[config.mk]
export PLATFORM = sky130hd
export DESIGN_NAME = control_dispatch
export DESIGN_NICKNAME = d
export VERILOG_FILES = /design/src/common/matrix_pkg.sv /design/src/control/control_dispatch.sv
export VERILOG_INCLUDE_DIRS = /design/src /design/src/common
export SDC_FILE = /design/constraint.sdc
export NUM_CORES = 1
export LEC_CHECK = 0
export ABC_CLOCK_PERIOD_IN_PS = 2900
export BUFFER_PORTS_ARGS = -buffer_cell sky130_fd_sc_hd__buf_2
export CORE_AREA = 2 2 39 41
export DETAILED_ROUTE_END_ITERATION = 10
export DIE_AREA = 0 0 41 43
export PLACE_DENSITY = 0.76
export SYNTH_ARGS = -nofsm -noshare
export SYNTH_HDL_FRONTEND = slang
export SYNTH_SLANG_ARGS = --single-unit
[constraint.sdc]
create_clock -name clk -period 2.9 [get_ports clk]
set_clock_uncertainty 0.05 [all_clocks]
set_input_delay 0.58 -clock clk [delete_from_list [all_inputs] [get_ports clk]]
set_output_delay 0.58 -clock clk [all_outputs]
set_load 0.02 [all_outputs]
[src/common/matrix_params.svh]
//##########################################################
// matrix geometry and buffer sizes
//##########################################################
`ifndef MATRIX_PARAMS_SVH
`define MATRIX_PARAMS_SVH

// panel address widths
`define MATRIX_ROW_BITS 5
`define MATRIX_COL_BITS 9

// column bytes on the wire, rounded up
`define MATRIX_COL_BYTES ((`MATRIX_COL_BITS + 7) / 8)

`define MATRIX_BYTES_PER_PIXEL 3 // one byte per colour channel

`define MATRIX_RX_DEPTH 4 // also the host's starting credits

`endif

[src/common/matrix_pkg.sv]
//##########################################################
// matrix controller types
//##########################################################
package matrix_pkg;

    `include "matrix_params.svh"

    localparam int CHAN_BITS = (`MATRIX_BYTES_PER_PIXEL > 1) ?
        $clog2(`MATRIX_BYTES_PER_PIXEL) : 1;

    typedef logic [`MATRIX_ROW_BITS-1:0] row_t;
    typedef logic [`MATRIX_COL_BITS-1:0] col_t;
    typedef logic [CHAN_BITS-1:0] chan_t;
    typedef logic [7:0] byte_t;
    typedef logic [`MATRIX_BYTES_PER_PIXEL*8-1:0] pixel_t; // channel n in byte n
    typedef logic [7:0] opcode_t;

    localparam opcode_t OPC_WRITE_PIXEL = 8'h01;
    localparam opcode_t OPC_READ_PIXEL  = 8'h02;

    // command dispatcher
    typedef enum logic [1:0] {
        OPCODE,
        WRITE_BUSY,
        READ_BUSY
    } dispatch_state_t;

endpackage

[src/control/control_dispatch.sv]
//##########################################################
// command opcode dispatcher
//##########################################################
module control_dispatch (
    input  logic                clk,
    input  logic                reset,
    input  logic                fifo_valid,
    input  matrix_pkg::byte_t   fifo_data,
    output logic                pop,
    output logic                wr_enable,
    output logic                rd_enable,
    output matrix_pkg::byte_t   cmd_data,
    input  logic                wr_done,
    input  logic                rd_done,
    input  logic                rd_busy
);
    matrix_pkg::dispatch_state_t state;
    logic                        take; // head byte accepted this cycle

    // pop is registered, so skip the cycle in which the previous pop lands
    always_comb begin
        case (state)
            matrix_pkg::OPCODE:     take = fifo_valid && !pop;
            matrix_pkg::WRITE_BUSY: take = fifo_valid && !pop && !wr_done;
            matrix_pkg::READ_BUSY:  take = fifo_valid && !pop && !rd_busy;
            default:                take = 1'b0;
        endcase
    end

    always_ff @(posedge clk) begin
        if (reset) begin
            state     <= matrix_pkg::OPCODE;
            pop       <= 1'b0;
            wr_enable <= 1'b0;
            rd_enable <= 1'b0;
        end else begin
            pop       <= take;
            wr_enable <= take && (state == matrix_pkg::WRITE_BUSY);
            rd_enable <= take && (state == matrix_pkg::READ_BUSY);

            case (state)
                matrix_pkg::OPCODE: begin
                    if (take) begin
                        case (matrix_pkg::opcode_t'(fifo_data))
                            matrix_pkg::OPC_WRITE_PIXEL: state <= matrix_pkg::WRITE_BUSY;
                            matrix_pkg::OPC_READ_PIXEL:  state <= matrix_pkg::READ_BUSY;
                            default:                     state <= matrix_pkg::OPCODE; // dropped
                        endcase
                    end
                end
                matrix_pkg::WRITE_BUSY: begin
                    if (wr_done)
                        state <= matrix_pkg::OPCODE;
                end
                matrix_pkg::READ_BUSY: begin
                    if (rd_done)
                        state <= matrix_pkg::OPCODE;
                end
                default: state <= matrix_pkg::OPCODE;
            endcase
        end
    end

    // byte handed to the handler alongside its enable
    always_ff @(posedge clk) begin
        if (take)
            cmd_data <= fifo_data;
    end

endmodule

Yosys cells after proc, flatten, opt, wreduce, memory -nomap -nowiden
Cells that the tools add are included.
{"block": "word_totals", "register_bits": 13, "in_bits": 14, "out_inout_bits": 11}
{"block": "op_classes", "n_eq_ne": 7, "n_mux": 6, "n_reduce_logical": 10}
{"operator": "$eq 8x1->1 const B", "count": 1}
{"operator": "$eq 8x2->1 const B", "count": 1}
{"operator": "$mux 2", "count": 3}
{"operator": "$ne 2x2->1 const B", "count": 3}
{"operator": "$pmux 2 s3", "count": 1}
{"operator": "$logic_and 1x1->1", "count": 5}
{"operator": "$pmux 2 s2", "count": 1}
{"operator": "$logic_not 1->1", "count": 3}
{"operator": "$pmux 1 s3", "count": 1}
{"operator": "$reduce_and 3->1", "count": 1}
{"operator": "$eq 2x1->1 const B", "count": 1}
{"operator": "$eq 2x2->1 const B", "count": 1}
{"operator": "$logic_not 2->1", "count": 1}

Depth between registers and ports, before layout
{"block": "depth", "ltp_word": 6, "depth_mapped": 6, "depth_no_buf": 6}

Least setup slack after synthesis
OpenSTA, ideal clock, no wires.
{"block": "synth_timing", "path_kind": "reg-to-reg", "startpoint": "reg state[0]", "endpoint": "reg cmd_data[0], enable pin", "arrival_ns": 1.514, "required_ns": 2.467, "slack_ns": 0.953, "path_stages_with_launch": 6, "path_buffers": 0, "period_less_slack_ns": 1.947, "path_cell_list": "dfxtp_1 inv_1 ha_1 mux2i_1 a21oi_1 nor3_1"}
{"block": "synth_via", "elab_chain_cells": 2}
{"item": "from (decl)", "line_no": "control_dispatch.sv:17", "source": "matrix_pkg::dispatch_state_t state;"}
{"item": "from (signal assigned)", "line_no": "control_dispatch.sv:32", "source": "state <= matrix_pkg::OPCODE;"}
{"item": "from (signal assigned)", "line_no": "control_dispatch.sv:45", "source": "matrix_pkg::OPC_WRITE_PIXEL: state <= matrix_pkg::WRITE_BUSY;"}
{"item": "from (signal assigned)", "line_no": "control_dispatch.sv:46", "source": "matrix_pkg::OPC_READ_PIXEL: state <= matrix_pkg::READ_BUSY;"}
{"item": "$eq 2x2->1 (tied with other cells)", "line_no": "control_dispatch.sv:22", "source": "case (state)"}
{"item": "$pmux 1 s3 (*)", "line_no": "control_dispatch.sv:22"}
{"item": "via take", "line_no": "control_dispatch.sv:18", "source": "logic take;"}
{"item": "to (signal assigned)", "line_no": "control_dispatch.sv:67", "source": "cmd_data <= fifo_data;"}
{"item": "to (decl)", "line_no": "control_dispatch.sv:12", "source": "output matrix_pkg::byte_t cmd_data,"}
The timed path passes the listed nets; every way through them passes the cells marked *.
A chain may end at the register's enable or synchronous reset.

Final worst setup path
{"block": "layout_timing", "startpoint": "reg state[0]", "endpoint": "reg cmd_data[1], enable pin"}
Same word-level chain as after synthesis.

==> metrics.cfg <==
[drt]
vias_per_cell=4.98
remaining_drc_errors=0
drt_iter0_drc=20
first_pass_iters=4
ant_nets=0
wl_um=888
vias=408
wl_per_cell_um=10.8

[synth]
synth-seq-cells=13
netlist_top_cells_area=edfxtp_1 (46%), dfxtp_1 (19%), ha_1 (9.5%), inv_1 (4.3%), a32o_1 (3.8%)
synth_top_area_frac=0.456
syn_inst=37
yosysTopAreaCell=edfxtp_1
seq_area_frac_synth=0.646
synth_nets=55
syn_avg_cell_area_um2=14.2
synth.yosys.warnings=0
synth_area_um2=527
ys_types=16

[sta]
min_period_over_period=0.584
slew_headroom=0.768
finalCriticalPeriod_ps=1690
setup_viol=0
fmax_ghz=0.590
final_hold_viol_count=0
slew_viol_final=0
finalSetupTns_ps=0
rsz0062_at_grt=false
worstMarginPinSlew_ps=347

[cells_and_area]
fillers=120
syn_to_final_growth_pct=33.0
final_cell_mix=buf_2 (24), edfxtp_1 (8), inv_1 (6)
final_area_um2=701
antennaDiodeCount=0
final_common_cell=buf_2
drive_above_1_share=0.455
layout.nets=85

[setup_path]
cpMaxStageDelayCell=dfxtp_1
critPathLaunchType=flip-flop
cp_max_fo=8
rr_startpoint=state[0]$_SDFFE_PP0P_
end_kind=flip-flop
max_stage_delay_ps=380
ff2ff_path_depth=6
rrSetupSlack_ps=1210
arrival_ps=1630
path_class=reg -> reg
crit_buf_inv=2
cp.required_ps=2840
timing.rr.end=cmd_data[1]$_DFFE_PP_
cp_top_family=flip-flops
crit_chain=inv_1, ha_1, mux2i_1, a21oi_1, nor3_1, buf_4

[run]
drv_cap=0

[status]
status=complete, no violations

[global_route]
met2_usage=0.147
grt_antenna_before_repair=0
grt_pass1_vias=330
track_usage=0.118
grt_use_met1=0.147
grt_max_degree=9
grt_overflow=0
grt-busiest-layer=met1
met3_usage=0.0209
grt_pass1_wl_mm=1.32

[floorplanning]
dieArea_mm2=0.00176
rows=14
die_h_um=43
io_pins=25
die_w_um=41
start_util=0.381
core-area_mm2=0.00138

[placement]
placed_area_um2=674
gp_congestion=0.685
numPortBuffers=24

[clock_network]
path_clk_slew_ps=70
clock_latency_ps=270
clock-sinks=13
postCtsSetupBuffers=0
cts-root-buf=clkbuf_4
cts_max_path_buffers=2
hold_buffers=0
cts_resized=0
cts_inserted_buffers=3
cts_tree=yes
htree_levels=1

[worst_hold_path]
min_from=fifo_data[5]
hold_path_end=cmd_data[5]$_DFFE_PP_
holdPathStages=1
holdCritPathClass=in -> reg

[power]
max-vdd-ir-drop_mv=0.239
powerDensity_mw_per_mm2=504
finalPower_uw=353
power_leakage_uw=0.000325

## layout make-up
cell class,instances,area (µm²),area share
clock buffer,4,26.3,0.0375
inverter,6,22.5,0.0321
multi-input combinational,18,164,0.234
sequential,13,340,0.486
tap,16,20.0,0.0286
timing repair buffer,25,128,0.182
## logic make-up after synthesis
family                   share of synthesized area
AND/OR/NAND/NOR                              0.131
multiplexers                                0.0190
buffers and inverters                       0.0428
flip-flops                                   0.646
AO/OA/AOI/OAI                               0.0665
adder cells (fa/ha/maj)                     0.0950
## cells in the mapped netlist
master,number
nor4b_1,1
mux2i_1,1
and2_1,2
nand2b_4,1
dfxtp_1,5
a222oi_1,1
nor4_1,1
nor4_2,1
edfxtp_1,8
and3_1,1
inv_1,6
nor2_1,1
ha_1,4
nor3_1,1
a32o_1,2
a21oi_1,1
## state kept, by name, indices dropped and copies added, names as in the netlist
name,cells
cmd_data,8
pop,1
rd_enable,1
state,2
wr_enable,1
## per-stage QoR
step	worst slack, ps	hold slack [ps]	instances	utilization
floorplan	953	443	37	-
global placement	1260	468	78	0.487
detailed placement	1240	484	78	0.487
CTS	1240	447	82	0.506
global route	1060	445	82	0.506
finish	1210	446	82	0.506
## worst max-delay path by stage
stage | from | endpoint | slack (ps) | cells past startpoint
floorplan | state[0]$_SDFFE_PP0P_ | cmd_data[0]$_DFFE_PP_ | 950 | 5
global placement | fifo_valid | state[1]$_SDFFE_PP0P_ | 1260 | 5
detailed placement | state[0]$_SDFFE_PP0P_ | cmd_data[0]$_DFFE_PP_ | 1240 | 6
CTS | state[0]$_SDFFE_PP0P_ | cmd_data[0]$_DFFE_PP_ | 1240 | 6
global route | state[0]$_SDFFE_PP0P_ | cmd_data[1]$_DFFE_PP_ | 1060 | 6
finish | state[0]$_SDFFE_PP0P_ | cmd_data[1]$_DFFE_PP_ | 1210 | 6
## where the power goes
group	internal (µW)	switching [µW]
logic	16.3	23.2
clock network	53.3	54.6
registers	205	1.53
## worst register-to-register path, delay by kind of cell, from the launching register on
| family | cells | cell delay, ps |
|---|---|---|
| mux | 1 | 170 |
| flops | 1 | 380 |
| simple gates | 1 | 180 |
| fa+ha+maj | 1 | 240 |
| compound gates | 1 | 120 |
| buf+inv | 2 | 270 |
## routing by layer
layer | share of wire | vias up
li1 | - | 194
met1 | 0.40 | 189
met2 | 0.44 | 21
met3 | 0.10 | 4
met4 | 0.055 | 0
met5 | 0 | -
(Power assumes the default switching activity.)
