`config.mk`:
```
export PLATFORM = sky130hd
export DESIGN_NAME = cmd_rx_buffer
export DESIGN_NICKNAME = d
export VERILOG_FILES = /design/src/common/matrix_pkg.sv /design/src/hw/cmd_rx_buffer.sv
export VERILOG_INCLUDE_DIRS = /design/src /design/src/common
export SDC_FILE = /design/constraint.sdc
export NUM_CORES = 1
export LEC_CHECK = 0
export BUFFER_PORTS_ARGS = -buffer_cell sky130_fd_sc_hd__clkbuf_2
export CAP_MARGIN = 20
export CORE_MARGIN = 1.5
export CORE_UTILIZATION = 45
export CTS_BUF_LIST = sky130_fd_sc_hd__clkbuf_8
export DETAILED_ROUTE_END_ITERATION = 10
export GPL_ROUTABILITY_DRIVEN = 0
export SLEW_MARGIN = 5
export SYNTH_ARGS = -nofsm -noshare
export SYNTH_HDL_FRONTEND = slang
export SYNTH_SLANG_ARGS = --single-unit
```
`constraint.sdc`:
```
create_clock -name clk -period 4.1 [get_ports clk]
set_input_delay 0.82 -clock clk [delete_from_list [all_inputs] [get_ports clk]]
set_output_delay 0.82 -clock clk [all_outputs]
set_load 0.02 [all_outputs]
```
`src/common/matrix_params.svh`:
```
//##########################################################
// matrix geometry and buffer sizes
//##########################################################
`ifndef MATRIX_PARAMS_SVH
`define MATRIX_PARAMS_SVH

// panel address widths
`define MATRIX_ROW_BITS 5
`define MATRIX_COL_BITS 9

// column bytes on the wire, rounded up
`define MATRIX_COL_BYTES ((`MATRIX_COL_BITS + 7) / 8)

`define MATRIX_BYTES_PER_PIXEL 3 // one byte per colour channel

`define MATRIX_RX_DEPTH 4 // also the host's starting credits

`endif

```
`src/common/matrix_pkg.sv`:
```
//##########################################################
// matrix controller types
//##########################################################
package matrix_pkg;

    `include "matrix_params.svh"

    localparam int CHAN_BITS = (`MATRIX_BYTES_PER_PIXEL > 1) ?
        $clog2(`MATRIX_BYTES_PER_PIXEL) : 1;

    typedef logic [`MATRIX_ROW_BITS-1:0] row_t;
    typedef logic [`MATRIX_COL_BITS-1:0] col_t;
    typedef logic [CHAN_BITS-1:0] chan_t;
    typedef logic [7:0] byte_t;
    typedef logic [`MATRIX_BYTES_PER_PIXEL*8-1:0] pixel_t; // channel n in byte n
    typedef logic [7:0] opcode_t;

    localparam opcode_t OPC_WRITE_PIXEL = 8'h01;
    localparam opcode_t OPC_READ_PIXEL  = 8'h02;

    // command dispatcher
    typedef enum logic [1:0] {
        OPCODE,
        WRITE_BUSY,
        READ_BUSY
    } dispatch_state_t;

endpackage

```
`src/hw/cmd_rx_buffer.sv`:
```
//##########################################################
// host byte receive FIFO
//##########################################################
`include "matrix_params.svh"

module cmd_rx_buffer (
    input  logic                clk,
    input  logic                reset,
    input  logic                rx_valid,
    input  matrix_pkg::byte_t   rx_data,
    input  logic                pop,
    output logic                fifo_valid,
    output matrix_pkg::byte_t   fifo_data,
    output logic                credit_return
);
    localparam int DEPTH    = `MATRIX_RX_DEPTH;
    localparam int PTR_BITS = (DEPTH > 1) ? $clog2(DEPTH) : 1;
    localparam int CNT_BITS = $clog2(DEPTH + 1);

    matrix_pkg::byte_t   mem [DEPTH];
    logic [PTR_BITS-1:0] wr_ptr;
    logic [PTR_BITS-1:0] rd_ptr;
    logic [CNT_BITS-1:0] count;
    logic                do_pop;

    // wraps at DEPTH, which need not be a power of two
    function automatic logic [PTR_BITS-1:0] next_ptr(input logic [PTR_BITS-1:0] p);
        return (p == PTR_BITS'(DEPTH - 1)) ? '0 : p + 1'b1;
    endfunction

    assign fifo_valid = (count != '0);
    assign fifo_data  = mem[rd_ptr]; // head entry
    assign do_pop     = pop && fifo_valid;

    // host never sends without a credit, so a write always finds a free slot
    always_ff @(posedge clk) begin
        if (rx_valid)
            mem[wr_ptr] <= rx_data;
    end

    always_ff @(posedge clk) begin
        if (reset) begin
            wr_ptr        <= '0;
            rd_ptr        <= '0;
            count         <= '0;
            credit_return <= 1'b0;
        end else begin
            if (rx_valid)
                wr_ptr <= next_ptr(wr_ptr);
            if (do_pop)
                rd_ptr <= next_ptr(rd_ptr);
            case ({rx_valid, do_pop})
                2'b10:   count <= count + 1'b1;
                2'b01:   count <= count - 1'b1;
                default: count <= count;
            endcase
            credit_return <= do_pop; // one credit per released slot
        end
    end

endmodule

```
# Yosys cells after proc, flatten, opt, wreduce, memory -nomap -nowiden
# Memories as Yosys holds them, arrays and structs flattened. A register that Yosys moved wholly into a read port is not among the register bits.
# Index checks and enable logic that the tools add are counted.
classes:
  order_cmp: 0
  n_addsub: 4
  n_eq_ne: 4
  n_reduce_logical: 3
  n_shift: 0
  bitwise: 0
  div_mod_pow: 0
  n_mux: 7
  mul: 0
ops:
  columns: ["cell", "count"]
  rows:
  - ["2-bit two-way mux", 4]
  - ["2-bit == test, second input constant", 3]
  - ["3-bit one-hot mux with 2 select lines", 1]
  - ["2-bit by 1-bit adder with 2-bit output, second input constant", 2]
  - ["3-bit by 1-bit adder with 3-bit output, second input constant", 1]
  - ["3-bit nonzero test", 1]
  - ["3-bit by 1-bit subtractor with 3-bit output, second input constant", 1]
  - ["2-bit by 1-bit == test with 1-bit output, second input constant", 1]
  - ["1-bit two-way mux", 2]
  - ["2-bit nonzero test", 1]
  - ["1-bit logical AND", 1]
word_totals:
  word_cells: 23
  ramBits: 32
  n_memories: 1
  mem_bits_ro: 0
  inputBits: 12
  latchBits: 0
  regBits: 8
mem_list:
  columns: ["memory", "depth", "word_bits", "rd", "rd_ports_with_merged_regs", "write_ports", "line", "rtl"]
  rows:
  - ["mem", 4, 8, 1, 1, 1, "cmd_rx_buffer.sv:20", "matrix_pkg::byte_t mem [DEPTH];"]

# Depth between registers and ports, before layout
depth:
  word_depth: 4
  ltp_mapped: 8
  ltp_nobuf: 8

# Least setup slack after synthesis
# Ideal clock, no wire load.
synth_timing:
  path_type: "input port to flip-flop"
  from: "in pop"
  to: "reg count[2]"
  path_slack_ns: 1.949
  cell_stages: 8
  arrival_ns: 2.080
  setup_ns: 0.070
  t_required_ns: 4.030
  path_cell_list: "o31ai_4 -> inv_1 -> ha_1 -> inv_1 -> fa_1 -> xor2_1 -> or3_1 -> a21oi_1"
synth_via:
  elab_chain_cells: 3
synth_rtl:
  columns: ["item", "line", "rtl"]
  rows:
  - ["start, declared", "cmd_rx_buffer.sv:11", "input logic pop,"]
  - ["1-bit logical AND (*)", "cmd_rx_buffer.sv:33", "assign do_pop = pop && fifo_valid;"]
  - ["via do_pop", "cmd_rx_buffer.sv:24", "logic do_pop;"]
  - ["2-bit by 1-bit == test with 1-bit output / 2-bit == test (equally long branches)", "cmd_rx_buffer.sv:52", "case ({rx_valid, do_pop})"]
  - ["3-bit one-hot mux with 2 select lines / 2-bit nonzero test (equally long branches)", null, null]
  - ["end signal, assigned", "cmd_rx_buffer.sv:53", "2'b10: count <= count + 1'b1;"]
  - ["end signal, assigned", "cmd_rx_buffer.sv:54", "2'b01: count <= count - 1'b1;"]
  - ["end signal, assigned", "cmd_rx_buffer.sv:55", "default: count <= count;"]
  - ["end, declared", "cmd_rx_buffer.sv:23", "logic [CNT_BITS-1:0] count;"]
# Mark *: on every way through the listed nets, which the timed path passes. The rest lies on a longest branch.
# A chain may end at the register's enable or synchronous reset.

==> flow_metrics.env <==
export IMPL_start_util=0.482
export IMPL_maxSlewViolCount=0
export IMPL_synth_xor_area_share=0.0106
export IMPL_reg2reg_slack_ns=2.20
export IMPL_grt_pass1_vias=863
export IMPL_die_area_um2=4030
export IMPL_finalNetCount=137
export IMPL_fin_hold_ws_ns=0.504
export IMPL_finalSetupTns_ns=0
export IMPL_synth_seq_cells=42
export IMPL_cellPowerDensity_nw_per_um2=577
export IMPL_ys_warn_count=0
export IMPL_hp_class="flop to flop"
export IMPL_cts_tree="done"
export IMPL_crit_fanout=8
export IMPL_r2r_cells=8
export IMPL_setup_viol=0
export IMPL_crit_path_start_kind="flop"
export IMPL_cts_path_max_buffers=2
export IMPL_r2r_end="count[2]$_SDFFE_PP0P_"
export IMPL_synth_mux_area_frac=0.121
export IMPL_drc_errors=0
export IMPL_vias=808
export IMPL_ant_nets=0
export IMPL_insertedDiodeCount=0
export IMPL_grt_max_degree=14
export IMPL_wl_per_cell_um=14.4
export IMPL_viasPerCell=4.90
export IMPL_grt_pass1_wl_um=4030
export IMPL_num_io_pins=22
export IMPL_std_cell_rows=21
export IMPL_arrival_ns=1.73
export IMPL_die_y_um=63.5
export IMPL_synthAdderAreaFrac=0.0577
export IMPL_first_iter_violations=19
export IMPL_area_delta_synth_final_pct=16.0
export IMPL_critPathCapture="fifo_data[5]"
export IMPL_synthCells=93
export IMPL_postCtsSetupBuffers=0
export IMPL_synth_compound_area_frac=0.0304
export IMPL_core_area_um2=3420
export IMPL_ir_worst_vdd_mv=0.341
export IMPL_drt_wl_total_um=2370
export IMPL_cp_required_ns=3.28
export IMPL_synth_top_family_by_area="multiplexers"
export IMPL_clock_latency_ns=0.29
export IMPL_finalClockSkew_ns=0.00652
export IMPL_fp_dieW_um=63.5
export IMPL_cts_clk_slew_worst_paths_ns=0.07
export IMPL_fmax_mhz=392
export IMPL_r2r_start="count[1]$_SDFFE_PP0P_"
export IMPL_grtUsageTotal=0.142
export IMPL_path_class="flop to primary output"
export IMPL_status="finished, final reports clean"
export IMPL_end_kind="primary output"
export IMPL_dp_hpwl_um=1620
export IMPL_drtPass1Iterations=4
export IMPL_overflow=0
export IMPL_setup_ws_ns=1.55
export IMPL_slew_headroom=0.615
export IMPL_tightest_slew_ns=0.577
export IMPL_cts_repair_resize_count=0
export IMPL_cts_made_buffers=5
export IMPL_dp_cells=157
export IMPL_numClockSinks=42
export IMPL_yosysSeqAreaShare=0.705
export IMPL_fin_crit_sh=0.622
export IMPL_period_needed_ns=2.55
export IMPL_cts_root_buf="clkbuf_8"
export IMPL_synth_simple_area_share=0.0501
export IMPL_hold_viol=0
export IMPL_syn_area_um2=1650
export IMPL_dp_slack_ns=1.73
export IMPL_h_tree_depth=2
export IMPL_p_leak_uw=0.000712
export IMPL_layout_cells_most_common="edfxtp_1"
export IMPL_ys_types=20
export IMPL_final_cell_mix="edfxtp_1 (32), clkbuf_2 (21), dfxtp_1 (10)"
export IMPL_numPortBuffers=21
export IMPL_final_cell_count_no_fill=165
export IMPL_syn_nets=112
export IMPL_cts_hold_buf=0
export IMPL_antenna_found_initial=0
export IMPL_maxCapViolCount=0
export IMPL_avgSynthCellArea_um2=17.7
export IMPL_grt_setup_unrepaired="no"
export IMPL_layout_drive_gt1_share=0.328
## cell families after synthesis
| group | count (synthesis) |
|---|---|
| adder cells (fa/ha/maj) | 7 |
| XOR/XNOR | 2 |
| AND/OR/NAND/NOR | 16 |
| flip-flops | 42 |
| buffers and inverters | 10 |
| AO/OA/AOI/OAI | 6 |
| multiplexers | 10 |
## layer usage
metal | vias to the layer above | global-route usage | part of all wire
met2 | 19 | 0.253 | 0.52
met1 | 393 | 0.149 | 0.41
li1 | 391 | - | -
met4 | 0 | 0.0571 | 0.020
met3 | 5 | 0.0536 | 0.048
met5 | - | 0 | 0
## how the worst min path moves through the flow
stage	start	endpoint	slack, ns	cells after the start
floorplan	rd_ptr[0]$_SDFFE_PP0N_	flop	0.47	2
global placement	rd_ptr[0]$_SDFFE_PP0N_	rd_ptr[0]$_SDFFE_PP0N_	0.49	2
detailed placement	rd_ptr[0]$_SDFFE_PP0N_	rd_ptr[0]$_SDFFE_PP0N_	0.49	2
CTS	rd_ptr[0]$_SDFFE_PP0N_	rd_ptr[0]$_SDFFE_PP0N_	0.51	2
global route	rd_ptr[0]$_SDFFE_PP0N_	rd_ptr[0]$_SDFFE_PP0N_	0.54	2
finish	rd_ptr[0]$_SDFFE_PP0N_	rd_ptr[0]$_SDFFE_PP0N_	0.50	2
## registers in the layout, indices dropped and copies added, names as in the netlist, named ones only
name / flops
count: 3
credit_return: 1
mem: 32
rd_ptr: 2
wr_ptr: 2
## power breakdown
part | internal, uW | switching (uW) | leakage [uW]
registers | 496 | 46.2 | 0.000376
logic | 115 | 124 | 0.000274
clock network | 196 | 127 | 0.0000626
total | 807 | 297 | 0.000712
## stage by stage
| step | power (uW) | util | instance area, um^2 |
|---|---|---|---|
| 2_1_floorplan | 729 | - | 1650 |
| 3_3_place_gp | 789 | 0.526 | 1800 |
| 3_5_place_dp | 794 | 0.526 | 1800 |
| 4_1_cts | 1120 | 0.560 | 1910 |
| 5_1_grt | 1170 | 0.560 | 1910 |
| 6_report | 1100 | 0.560 | 1910 |
## cell usage after synthesis
cell type	number	area, um^2
a21oi_1	3	15.0
edfxtp_1	32	961
or3_1	2	12.5
dfxtp_1	10	200
nor3b_1	1	7.51
xor2_1	2	17.5
nor2_1	7	26.3
ha_1	6	75.1
fa_1	1	20.0
a21oi_2	1	8.76
mux4_2	8	180
o21ai_0	1	5.00
nand2_1	1	3.75
o31ai_4	1	21.3
and2_1	4	25.0
clkbuf_1	2	7.51
buf_4	1	7.51
or3_2	1	7.51
inv_1	7	26.3
mux2i_1	2	20.0
## area by class of cell
| cell class | instances | area (um^2) |
|---|---|---|
| clock inverter | 2 | 33.8 |
| multi-input combinational | 41 | 445 |
| sequential | 42 | 1160 |
| tap | 46 | 57.6 |
| fill | 280 | 1500 |
| clock buffer | 6 | 82.6 |
| inverter | 7 | 26.3 |
| timing repair buffer | 21 | 105 |
## worst max-delay path: stages, from the launching register on
cell and delay (ns):
dfxtp_1 0.69, mux4_2 0.58, clkbuf_2 0.17
Power figures use the tool's default switching activity.
