File: src/common/matrix_params.svh
//##########################################################
// matrix geometry and buffer sizes
//##########################################################
`ifndef MATRIX_PARAMS_SVH
`define MATRIX_PARAMS_SVH

// panel address widths
`define MATRIX_ROW_BITS 5
`define MATRIX_COL_BITS 9

// column bytes on the wire, rounded up
`define MATRIX_COL_BYTES ((`MATRIX_COL_BITS + 7) / 8)

`define MATRIX_BYTES_PER_PIXEL 3 // one byte per colour channel

`define MATRIX_RX_DEPTH 4 // also the host's starting credits

`endif

File: src/common/matrix_pkg.sv
//##########################################################
// matrix controller types
//##########################################################
package matrix_pkg;

    `include "matrix_params.svh"

    localparam int CHAN_BITS = (`MATRIX_BYTES_PER_PIXEL > 1) ?
        $clog2(`MATRIX_BYTES_PER_PIXEL) : 1;

    typedef logic [`MATRIX_ROW_BITS-1:0] row_t;
    typedef logic [`MATRIX_COL_BITS-1:0] col_t;
    typedef logic [CHAN_BITS-1:0] chan_t;
    typedef logic [7:0] byte_t;
    typedef logic [`MATRIX_BYTES_PER_PIXEL*8-1:0] pixel_t; // channel n in byte n
    typedef logic [7:0] opcode_t;

    localparam opcode_t OPC_WRITE_PIXEL = 8'h01;
    localparam opcode_t OPC_READ_PIXEL  = 8'h02;

    // command dispatcher
    typedef enum logic [1:0] {
        OPCODE,
        WRITE_BUSY,
        READ_BUSY
    } dispatch_state_t;

endpackage

File: src/control/control_cmd_write_pixel.sv
//##########################################################
// write pixel command handler
//##########################################################
`include "matrix_params.svh"

module control_cmd_write_pixel (
    input  logic                clk,
    input  logic                reset,
    input  logic                enable,
    input  matrix_pkg::byte_t   data_in,
    output logic                wr_en,
    output matrix_pkg::row_t    wr_row,
    output matrix_pkg::col_t    wr_col,
    output matrix_pkg::chan_t   wr_chan,
    output matrix_pkg::byte_t   wr_data,
    output logic                done
);
    localparam int COL_BYTES    = `MATRIX_COL_BYTES;
    localparam int COL_IDX_BITS = (COL_BYTES > 1) ? $clog2(COL_BYTES) : 1;

    typedef enum logic [1:0] {
        ROW_CAPTURE,
        COLUMN_CAPTURE,
        PIXEL_BYTES
    } write_state_t;

    write_state_t              state;
    logic [COL_IDX_BITS-1:0]   col_idx;   // next column byte, LSB first
    logic [COL_BYTES*8-1:0]    col_bits;
    matrix_pkg::chan_t         chan_cnt;  // channel of the next data byte

    assign wr_col = col_bits[`MATRIX_COL_BITS-1:0];

    always_ff @(posedge clk) begin
        if (reset) begin
            state    <= ROW_CAPTURE;
            col_idx  <= '0;
            chan_cnt <= '0;
            wr_en    <= 1'b0;
            done     <= 1'b0;
        end else begin
            wr_en <= 1'b0;
            done  <= 1'b0;

            case (state)
                ROW_CAPTURE: begin
                    if (enable) begin
                        col_idx <= '0;
                        state   <= COLUMN_CAPTURE;
                    end
                end
                COLUMN_CAPTURE: begin
                    if (enable) begin
                        if (col_idx == COL_IDX_BITS'(COL_BYTES - 1)) begin
                            // highest channel arrives first
                            chan_cnt <= matrix_pkg::chan_t'(`MATRIX_BYTES_PER_PIXEL - 1);
                            state    <= PIXEL_BYTES;
                        end else begin
                            col_idx <= col_idx + 1'b1;
                        end
                    end
                end
                PIXEL_BYTES: begin
                    if (enable) begin
                        wr_en <= 1'b1;
                        if (chan_cnt == '0) begin
                            done  <= 1'b1; // lands with the last write
                            state <= ROW_CAPTURE;
                        end else begin
                            chan_cnt <= chan_cnt - 1'b1;
                        end
                    end
                end
                default: state <= ROW_CAPTURE;
            endcase
        end
    end

    // address and data registers
    always_ff @(posedge clk) begin
        if (enable) begin
            case (state)
                ROW_CAPTURE:    wr_row <= matrix_pkg::row_t'(data_in);
                COLUMN_CAPTURE: col_bits[col_idx*8 +: 8] <= data_in;
                PIXEL_BYTES: begin
                    wr_chan <= chan_cnt;
                    wr_data <= data_in;
                end
                default: ;
            endcase
        end
    end

endmodule

File: config.mk
export PLATFORM = sky130hd
export DESIGN_NAME = control_cmd_write_pixel
export DESIGN_NICKNAME = d
export VERILOG_FILES = /design/src/common/matrix_pkg.sv /design/src/control/control_cmd_write_pixel.sv
export VERILOG_INCLUDE_DIRS = /design/src /design/src/common
export SDC_FILE = /design/constraint.sdc
export NUM_CORES = 1
export LEC_CHECK = 0
export ABC_CLOCK_PERIOD_IN_PS = 1800
export BUFFER_PORTS_ARGS = -buffer_cell sky130_fd_sc_hd__buf_2
export CAP_MARGIN = 20
export CELL_PAD_IN_SITES_DETAIL_PLACEMENT = 1
export CELL_PAD_IN_SITES_GLOBAL_PLACEMENT = 2
export CORE_UTILIZATION = 35
export CTS_CLUSTER_DIAMETER = 100
export DETAILED_ROUTE_END_ITERATION = 12
export GPL_ROUTABILITY_DRIVEN = 0
export PLACE_DENSITY_LB_ADDON = 0.1
export SETUP_SLACK_MARGIN = 0.02
export SYNTH_ARGS = -nofsm -noshare
export SYNTH_HDL_FRONTEND = slang
export SYNTH_SLANG_ARGS = --single-unit
File: constraint.sdc
create_clock -name clk -period 1.8 [get_ports clk]
set_input_delay 0 -clock clk [delete_from_list [all_inputs] [get_ports clk]]
set_output_delay 0 -clock clk [all_outputs]
set_load 0.05 [all_outputs]
**Word level (Yosys, flattened, before mapping)**

Index checks and enable logic that the tools add are counted.

- Register bits: 38
- Input port bits: 11
- Output and inout port bits: 26
- Word-level logic and storage cells: 52

- Add/subtract/negate cells: 3
- Equal/unequal tests: 8
- Shift-type cells: 2
- Multiplexer cells: 16
- Bitwise logic cells: 2
- Reductions and logical operators: 12

Operator list:

| cell | count |
|---|---|
| 4-bit negation with 34-bit output | 1 |
| 8-bit by 34-bit variable shift with 16-bit output (first input constant) | 1 |
| 8-bit by 34-bit variable part select with 16-bit output | 1 |
| 16-bit bitwise mux | 1 |
| 2-bit two-way mux | 7 |
| 2-bit != test (second input constant) | 6 |
| 5-bit AND reduction | 2 |
| 2-bit case mux with 3 select lines | 1 |
| 2-bit AND reduction | 3 |
| 1-bit two-way mux | 5 |
| 2-bit zero test | 2 |
| 2-bit case mux with 2 select lines | 1 |
| 2-bit nonzero test | 2 |
| 3-bit AND reduction | 1 |
| 3-bit OR reduction | 1 |
| 2-bit by 1-bit == test with 1-bit output (second input constant) | 1 |
| 2-bit == test (second input constant) | 1 |
| 1-bit NOT | 2 |
| 1-bit case mux with 2 select lines | 1 |
| 2-bit OR reduction | 1 |
| 2-bit by 1-bit subtractor with 2-bit output (second input constant) | 1 |
| 1-bit adder (second input constant) | 1 |

**Longest topological paths before layout**

- Depth after elaboration: 4
- Mapped depth: 5

**Worst setup path after synthesis**

No wires, ideal clock.

- Path type: register -> register
- From: register chan_cnt[0]
- To: register chan_cnt[0]
- Arrival time: 1.101 ns
- Data required time: 1.684 ns
- Slack: 0.583 ns
- Cell stages (with the launch flop): 6
- Path buffers: 0
- Path through: dfxtp_1 > inv_1 > ha_1 > and4bb_4 > xnor2_1 > nor3_2

- Word-level cells in the longest chain between the ends: 4
- Elaborated cells on any way between the ends: 7
- Those cells by class: add/sub: 1; eq/ne: 1; mux: 3; reduce/logical: 2

RTL lines:

| element | line | source |
|---|---|---|
| start: declaration | control_cmd_write_pixel.sv:30 | `matrix_pkg::chan_t chan_cnt;` |
| start signal: assignment | control_cmd_write_pixel.sv:56 | `` chan_cnt <= matrix_pkg::chan_t'(`MATRIX_BYTES_PER_PIXEL - 1); `` |
| start signal: assignment | control_cmd_write_pixel.sv:70 | `chan_cnt <= chan_cnt - 1'b1;` |
| 2-bit by 1-bit subtractor with 2-bit output | control_cmd_write_pixel.sv:70 |  |
| 2-bit two-way mux | control_cmd_write_pixel.sv:66 | `if (chan_cnt == '0) begin` |
| 2-bit two-way mux | control_cmd_write_pixel.sv:64 | `if (enable) begin` |
| 2-bit case mux with 2 select lines | control_cmd_write_pixel.sv:45 | `case (state)` |

Several ways; a longest one is shown, not always the timed one. The select of a mux whose other input is x is not followed.
A chain may end at the register's enable or synchronous reset.

**Worst setup path in the final report**

- From: register state[0]
- To: register wr_chan[0] (enable)

- Word-level cells in the longest chain between the ends: 2

RTL lines:

| element | line | source |
|---|---|---|
| start: declaration | control_cmd_write_pixel.sv:27 | `write_state_t state;` |
| start signal: assignment | control_cmd_write_pixel.sv:36 | `state <= ROW_CAPTURE;` |
| start signal: assignment | control_cmd_write_pixel.sv:49 | `state <= COLUMN_CAPTURE;` |
| start signal: assignment | control_cmd_write_pixel.sv:57 | `state <= PIXEL_BYTES;` |
| 2-bit == test | control_cmd_write_pixel.sv:82 | `case (state)` |
| 2-bit AND reduction (no source line) | -- |  |
| end signal: assignment | control_cmd_write_pixel.sv:86 | `wr_chan <= chan_cnt;` |
| end: declaration | control_cmd_write_pixel.sv:14 | `output matrix_pkg::chan_t wr_chan,` |

Every way passes these cells.

==> flow_summary_export.csv <==
group,metric,value,unit
outcome,status,"finished clean",
synthesis,synthTopCellsByArea,"sky130_fd_sc_hd__edfxtp_1 (65%), sky130_fd_sc_hd__dfxtp_1 (13%), sky130_fd_sc_hd__nor2b_1 (4.5%), sky130_fd_sc_hd__nor3_2 (1.8%), sky130_fd_sc_hd__and4bb_4 (1.5%)",
clock_network,h_tree_depth,2,
global_route,grt.total_usage,0.137,
global_route,grt_max_degree,14,
clock_network,number_of_clock_sinks,31,
pwr,static-leakage-power,0.000602,µW
synthesis,synth-edff-count,24,
synthesis,synth-seq-cells,31,
timing,achievable-frequency,722,MHz
worst_setup_path,reg2reg_from,"state[0]",
floorplanning,design.die.area,0.00339,mm²
final_layout,antenna_cells,0,
routing,drt_pre_antenna_iters,4,
worst_setup_path,timing.critical_path.cells,"and2b_1, nand2_1, inv_1",
synthesis,main_flop_type_after_synthesis,"sky130_fd_sc_hd__edfxtp_1",
timing,setup_violations,0,
timing,least_margin_pin_slew,0.445,ns
global_route,grt_pass1_vias,705,
worst_setup_path,cp.arrival,1.35,ns
place,place_worst_setup_slack,0.387,ns
routing,routed_via_density,4.29,
final_layout,area_growth_syn_to_layout,34.4,%
timing,grt_setup_unrepaired,"false",
worst_setup_path,critical_path.endpoint_type,"flip-flop",
routing,ant_nets,0,
clock_network,tritoncts.num_buffers,5,
floorplanning,initial_utilization,0.365,
routing,detail_route.wirelength,2.01,mm
synthesis,ys_seq_area_frac,0.779,
timing,max_slew_margin,0.703,
synthesis,synthesis.instances,66,
timing,fin_tns_setup,0,ns
final_layout,mostFrequentLayoutCell,"sky130_fd_sc_hd__buf_2",
hold_path,worstHoldPathType,"in2reg",
final_layout,nNetsFinal,130,
routing,post_drt_wl_per_cell,12.3,µm
worst_setup_path,endpoint,"wr_chan[0]",
pwr,worst_ir_drop_vdd,0.318,mV
worst_setup_path,critical_path.max_fanout,10,
worst_setup_path,critPathBufInv,1,
worst_setup_path,cp-startpoint,"state[0]",
timing,postLayoutSetupSlackWorst,0.414,ns
synthesis,number_of_warnings_issued_by_yosys,0,
routing,drc,0,
worst_setup_path,cp_data_required_time,1.77,ns
worst_setup_path,critical_path_cell_with_the_highest_stage_delay,"sky130_fd_sc_hd__dfxtp_1",
floorplanning,die_y,58.2,µm
synthesis,synth_cell_types,23,
hold_path,min_delay_path_depth,2,
synthesis,ys_async_sr_fraction,0,
synthesis,synth_nets,78,
floorplanning,core,0.00303,mm²
clock_network,clk_path_buf_depth,2,
timing,final_skew,0.00525,ns
routing,vias,699,
synthesis,synth.largest_area_cell,"sky130_fd_sc_hd__edfxtp_1",
flow_run,count_of_maximum_capacitance_violations,0,
worst_setup_path,worst_setup_path_start_kind,"flip-flop",
routing,drt_iter0_drc,20,
timing,timing_hold_violations_final,0,
worst_setup_path,critical_path_cell_count,3,
floorplanning,die_width,58.2,µm
worst_setup_path,r2r_cells,3,
worst_setup_path,worst_flop_to_flop_path_endpoint,"wr_chan[0]",
synthesis,avgSynthCellArea,16.7,µm²
floorplanning,std_cell_rows,20,
global_route,global_route.overflow_total,0,
worst_setup_path,slowest_delay,0.37,ns
timing,maxSlewViolCount,0,
worst_setup_path,setup.worst_path.class,"reg2reg",
final_layout,post_route_cells_drive_above_1_share,0.395,
global_route,initial_antenna_violation_count,0,
synthesis,combined_area_of_all_synthesized_cells,0.00110,mm²
clock_network,tritoncts,"done",
synthesis,synth_largest_type_area_fraction,0.652,
final_layout,most-common-layout-cells,"sky130_fd_sc_hd__buf_2 (36), sky130_fd_sc_hd__edfxtp_1 (24), sky130_fd_sc_hd__dlygate4sd3_1 (10)",
worst_setup_path,timing.reg2reg.setup_slack,0.41,ns
place,numPortBuffers,36,
clock_network,path_clk_slew,0.09,ns
clock_network,clock_insertion_delay_worst_skew,0.31,ns
timing,timing.final.crit_share,0.770,
worst_setup_path,path_delay_family,"flip-flops",
floorplanning,design.portCount,37,
global_route,first_pass_grt_wire_length,3.25,mm
place,dpl.hpwl,1.36,mm
clock_network,clock_tree.root_cell,"sky130_fd_sc_hd__clkbuf_4",
timing,finalCriticalPeriod,1.39,ns
pwr,cellPowerDensity,872,mW/mm²
[flip-flops by register name, indices dropped and copies added, names as in the netlist]
| signal | flops |
|---|---|
| done | 1 |
| wr_data | 8 |
| col_bits | 9 |
| wr_en | 1 |
| col_idx | 1 |
| wr_row | 5 |
| chan_cnt | 2 |
| wr_chan | 2 |
| state | 2 |
[worst min path at each step]
stage / startpoint / endpoint / slack, ns
4_1_cts: data_in[6] / wr_data[6] / 0.39
3_5_place_dp: data_in[5] / wr_data[5] / 0.19
5_1_grt: data_in[6] / wr_data[6] / 0.40
3_3_place_gp: data_in[5] / wr_data[5] / 0.19
6_report: data_in[6] / wr_data[6] / 0.41
2_1_floorplan: reset / chan_cnt[1] / 0.06
[report_power, final]
part | internal (µW) | total, µW | switching (µW)
Combinational | 45.4 | 129 | 83.2
Clock | 145 | 364 | 219
Sequential | 792 | 803 | 11.0
[Yosys cell counts (2+ instances only)]
cell and count:
sky130_fd_sc_hd__edfxtp_1 24, sky130_fd_sc_hd__nor2b_1 8, sky130_fd_sc_hd__dfxtp_1 7, sky130_fd_sc_hd__inv_1 3
sky130_fd_sc_hd__nor2_1 3, sky130_fd_sc_hd__and2b_1 2, sky130_fd_sc_hd__nand2_1 2, sky130_fd_sc_hd__nor3_2 2
[cells by family (layout without fill, tap and decap cells)]
group                      count (synthesis)  after routing  share of synthesized area
AOI/OAI and AO/OA                          3              3                     0.0204
xor gates and xnor gates                   1              1                    0.00793
and+or+nand+nor                           25             25                      0.159
adders and majority gates                  1              1                     0.0113
muxes                                      1              1                    0.00906
buffers and inverters                      4             57                     0.0136
DFF                                       31             31                      0.779
[timing repair]
item	in CTS	in global routing
hold buffers	10	0
endpoints found under the setup margin	0	0
setup buffers	0	0
hold endpoints to repair	22	0
gates resized for setup	0	0
[per-stage QoR]
stage | cells | hold WS (ns) | cell area [µm²] | util | power [µW]
6_report | 163 | 0.407 | 1490 | 0.490 | 1300
5_1_grt | 163 | 0.397 | 1490 | 0.490 | 1360
4_1_cts | 163 | 0.386 | 1490 | 0.490 | 1320
3_5_place_dp | 145 | 0.190 | 1340 | 0.441 | 934
3_3_place_gp | 145 | 0.188 | 1340 | 0.441 | 931
2_1_floorplan | 66 | 0.0646 | 1100 | - | 895
[final cells by class]
type	count	area, µm²
inverter	3	11.3
timing repair buffer	46	280
multi-input combinational	31	229
clock buffer	6	41.3
fill	321	1540
tap	44	55.1
sequential	31	861
clock inverter	2	7.51
[routing by layer]
metal | up-vias | track usage | wire length [µm]
met4 | 0 | 0.0714 | 35
li1 | 341 | - | -
met1 | 327 | 0.154 | 864
met2 | 26 | 0.230 | 1020
met3 | 5 | 0.0469 | 86
met5 | - | 0 | 0
(Power assumes the default switching activity.)
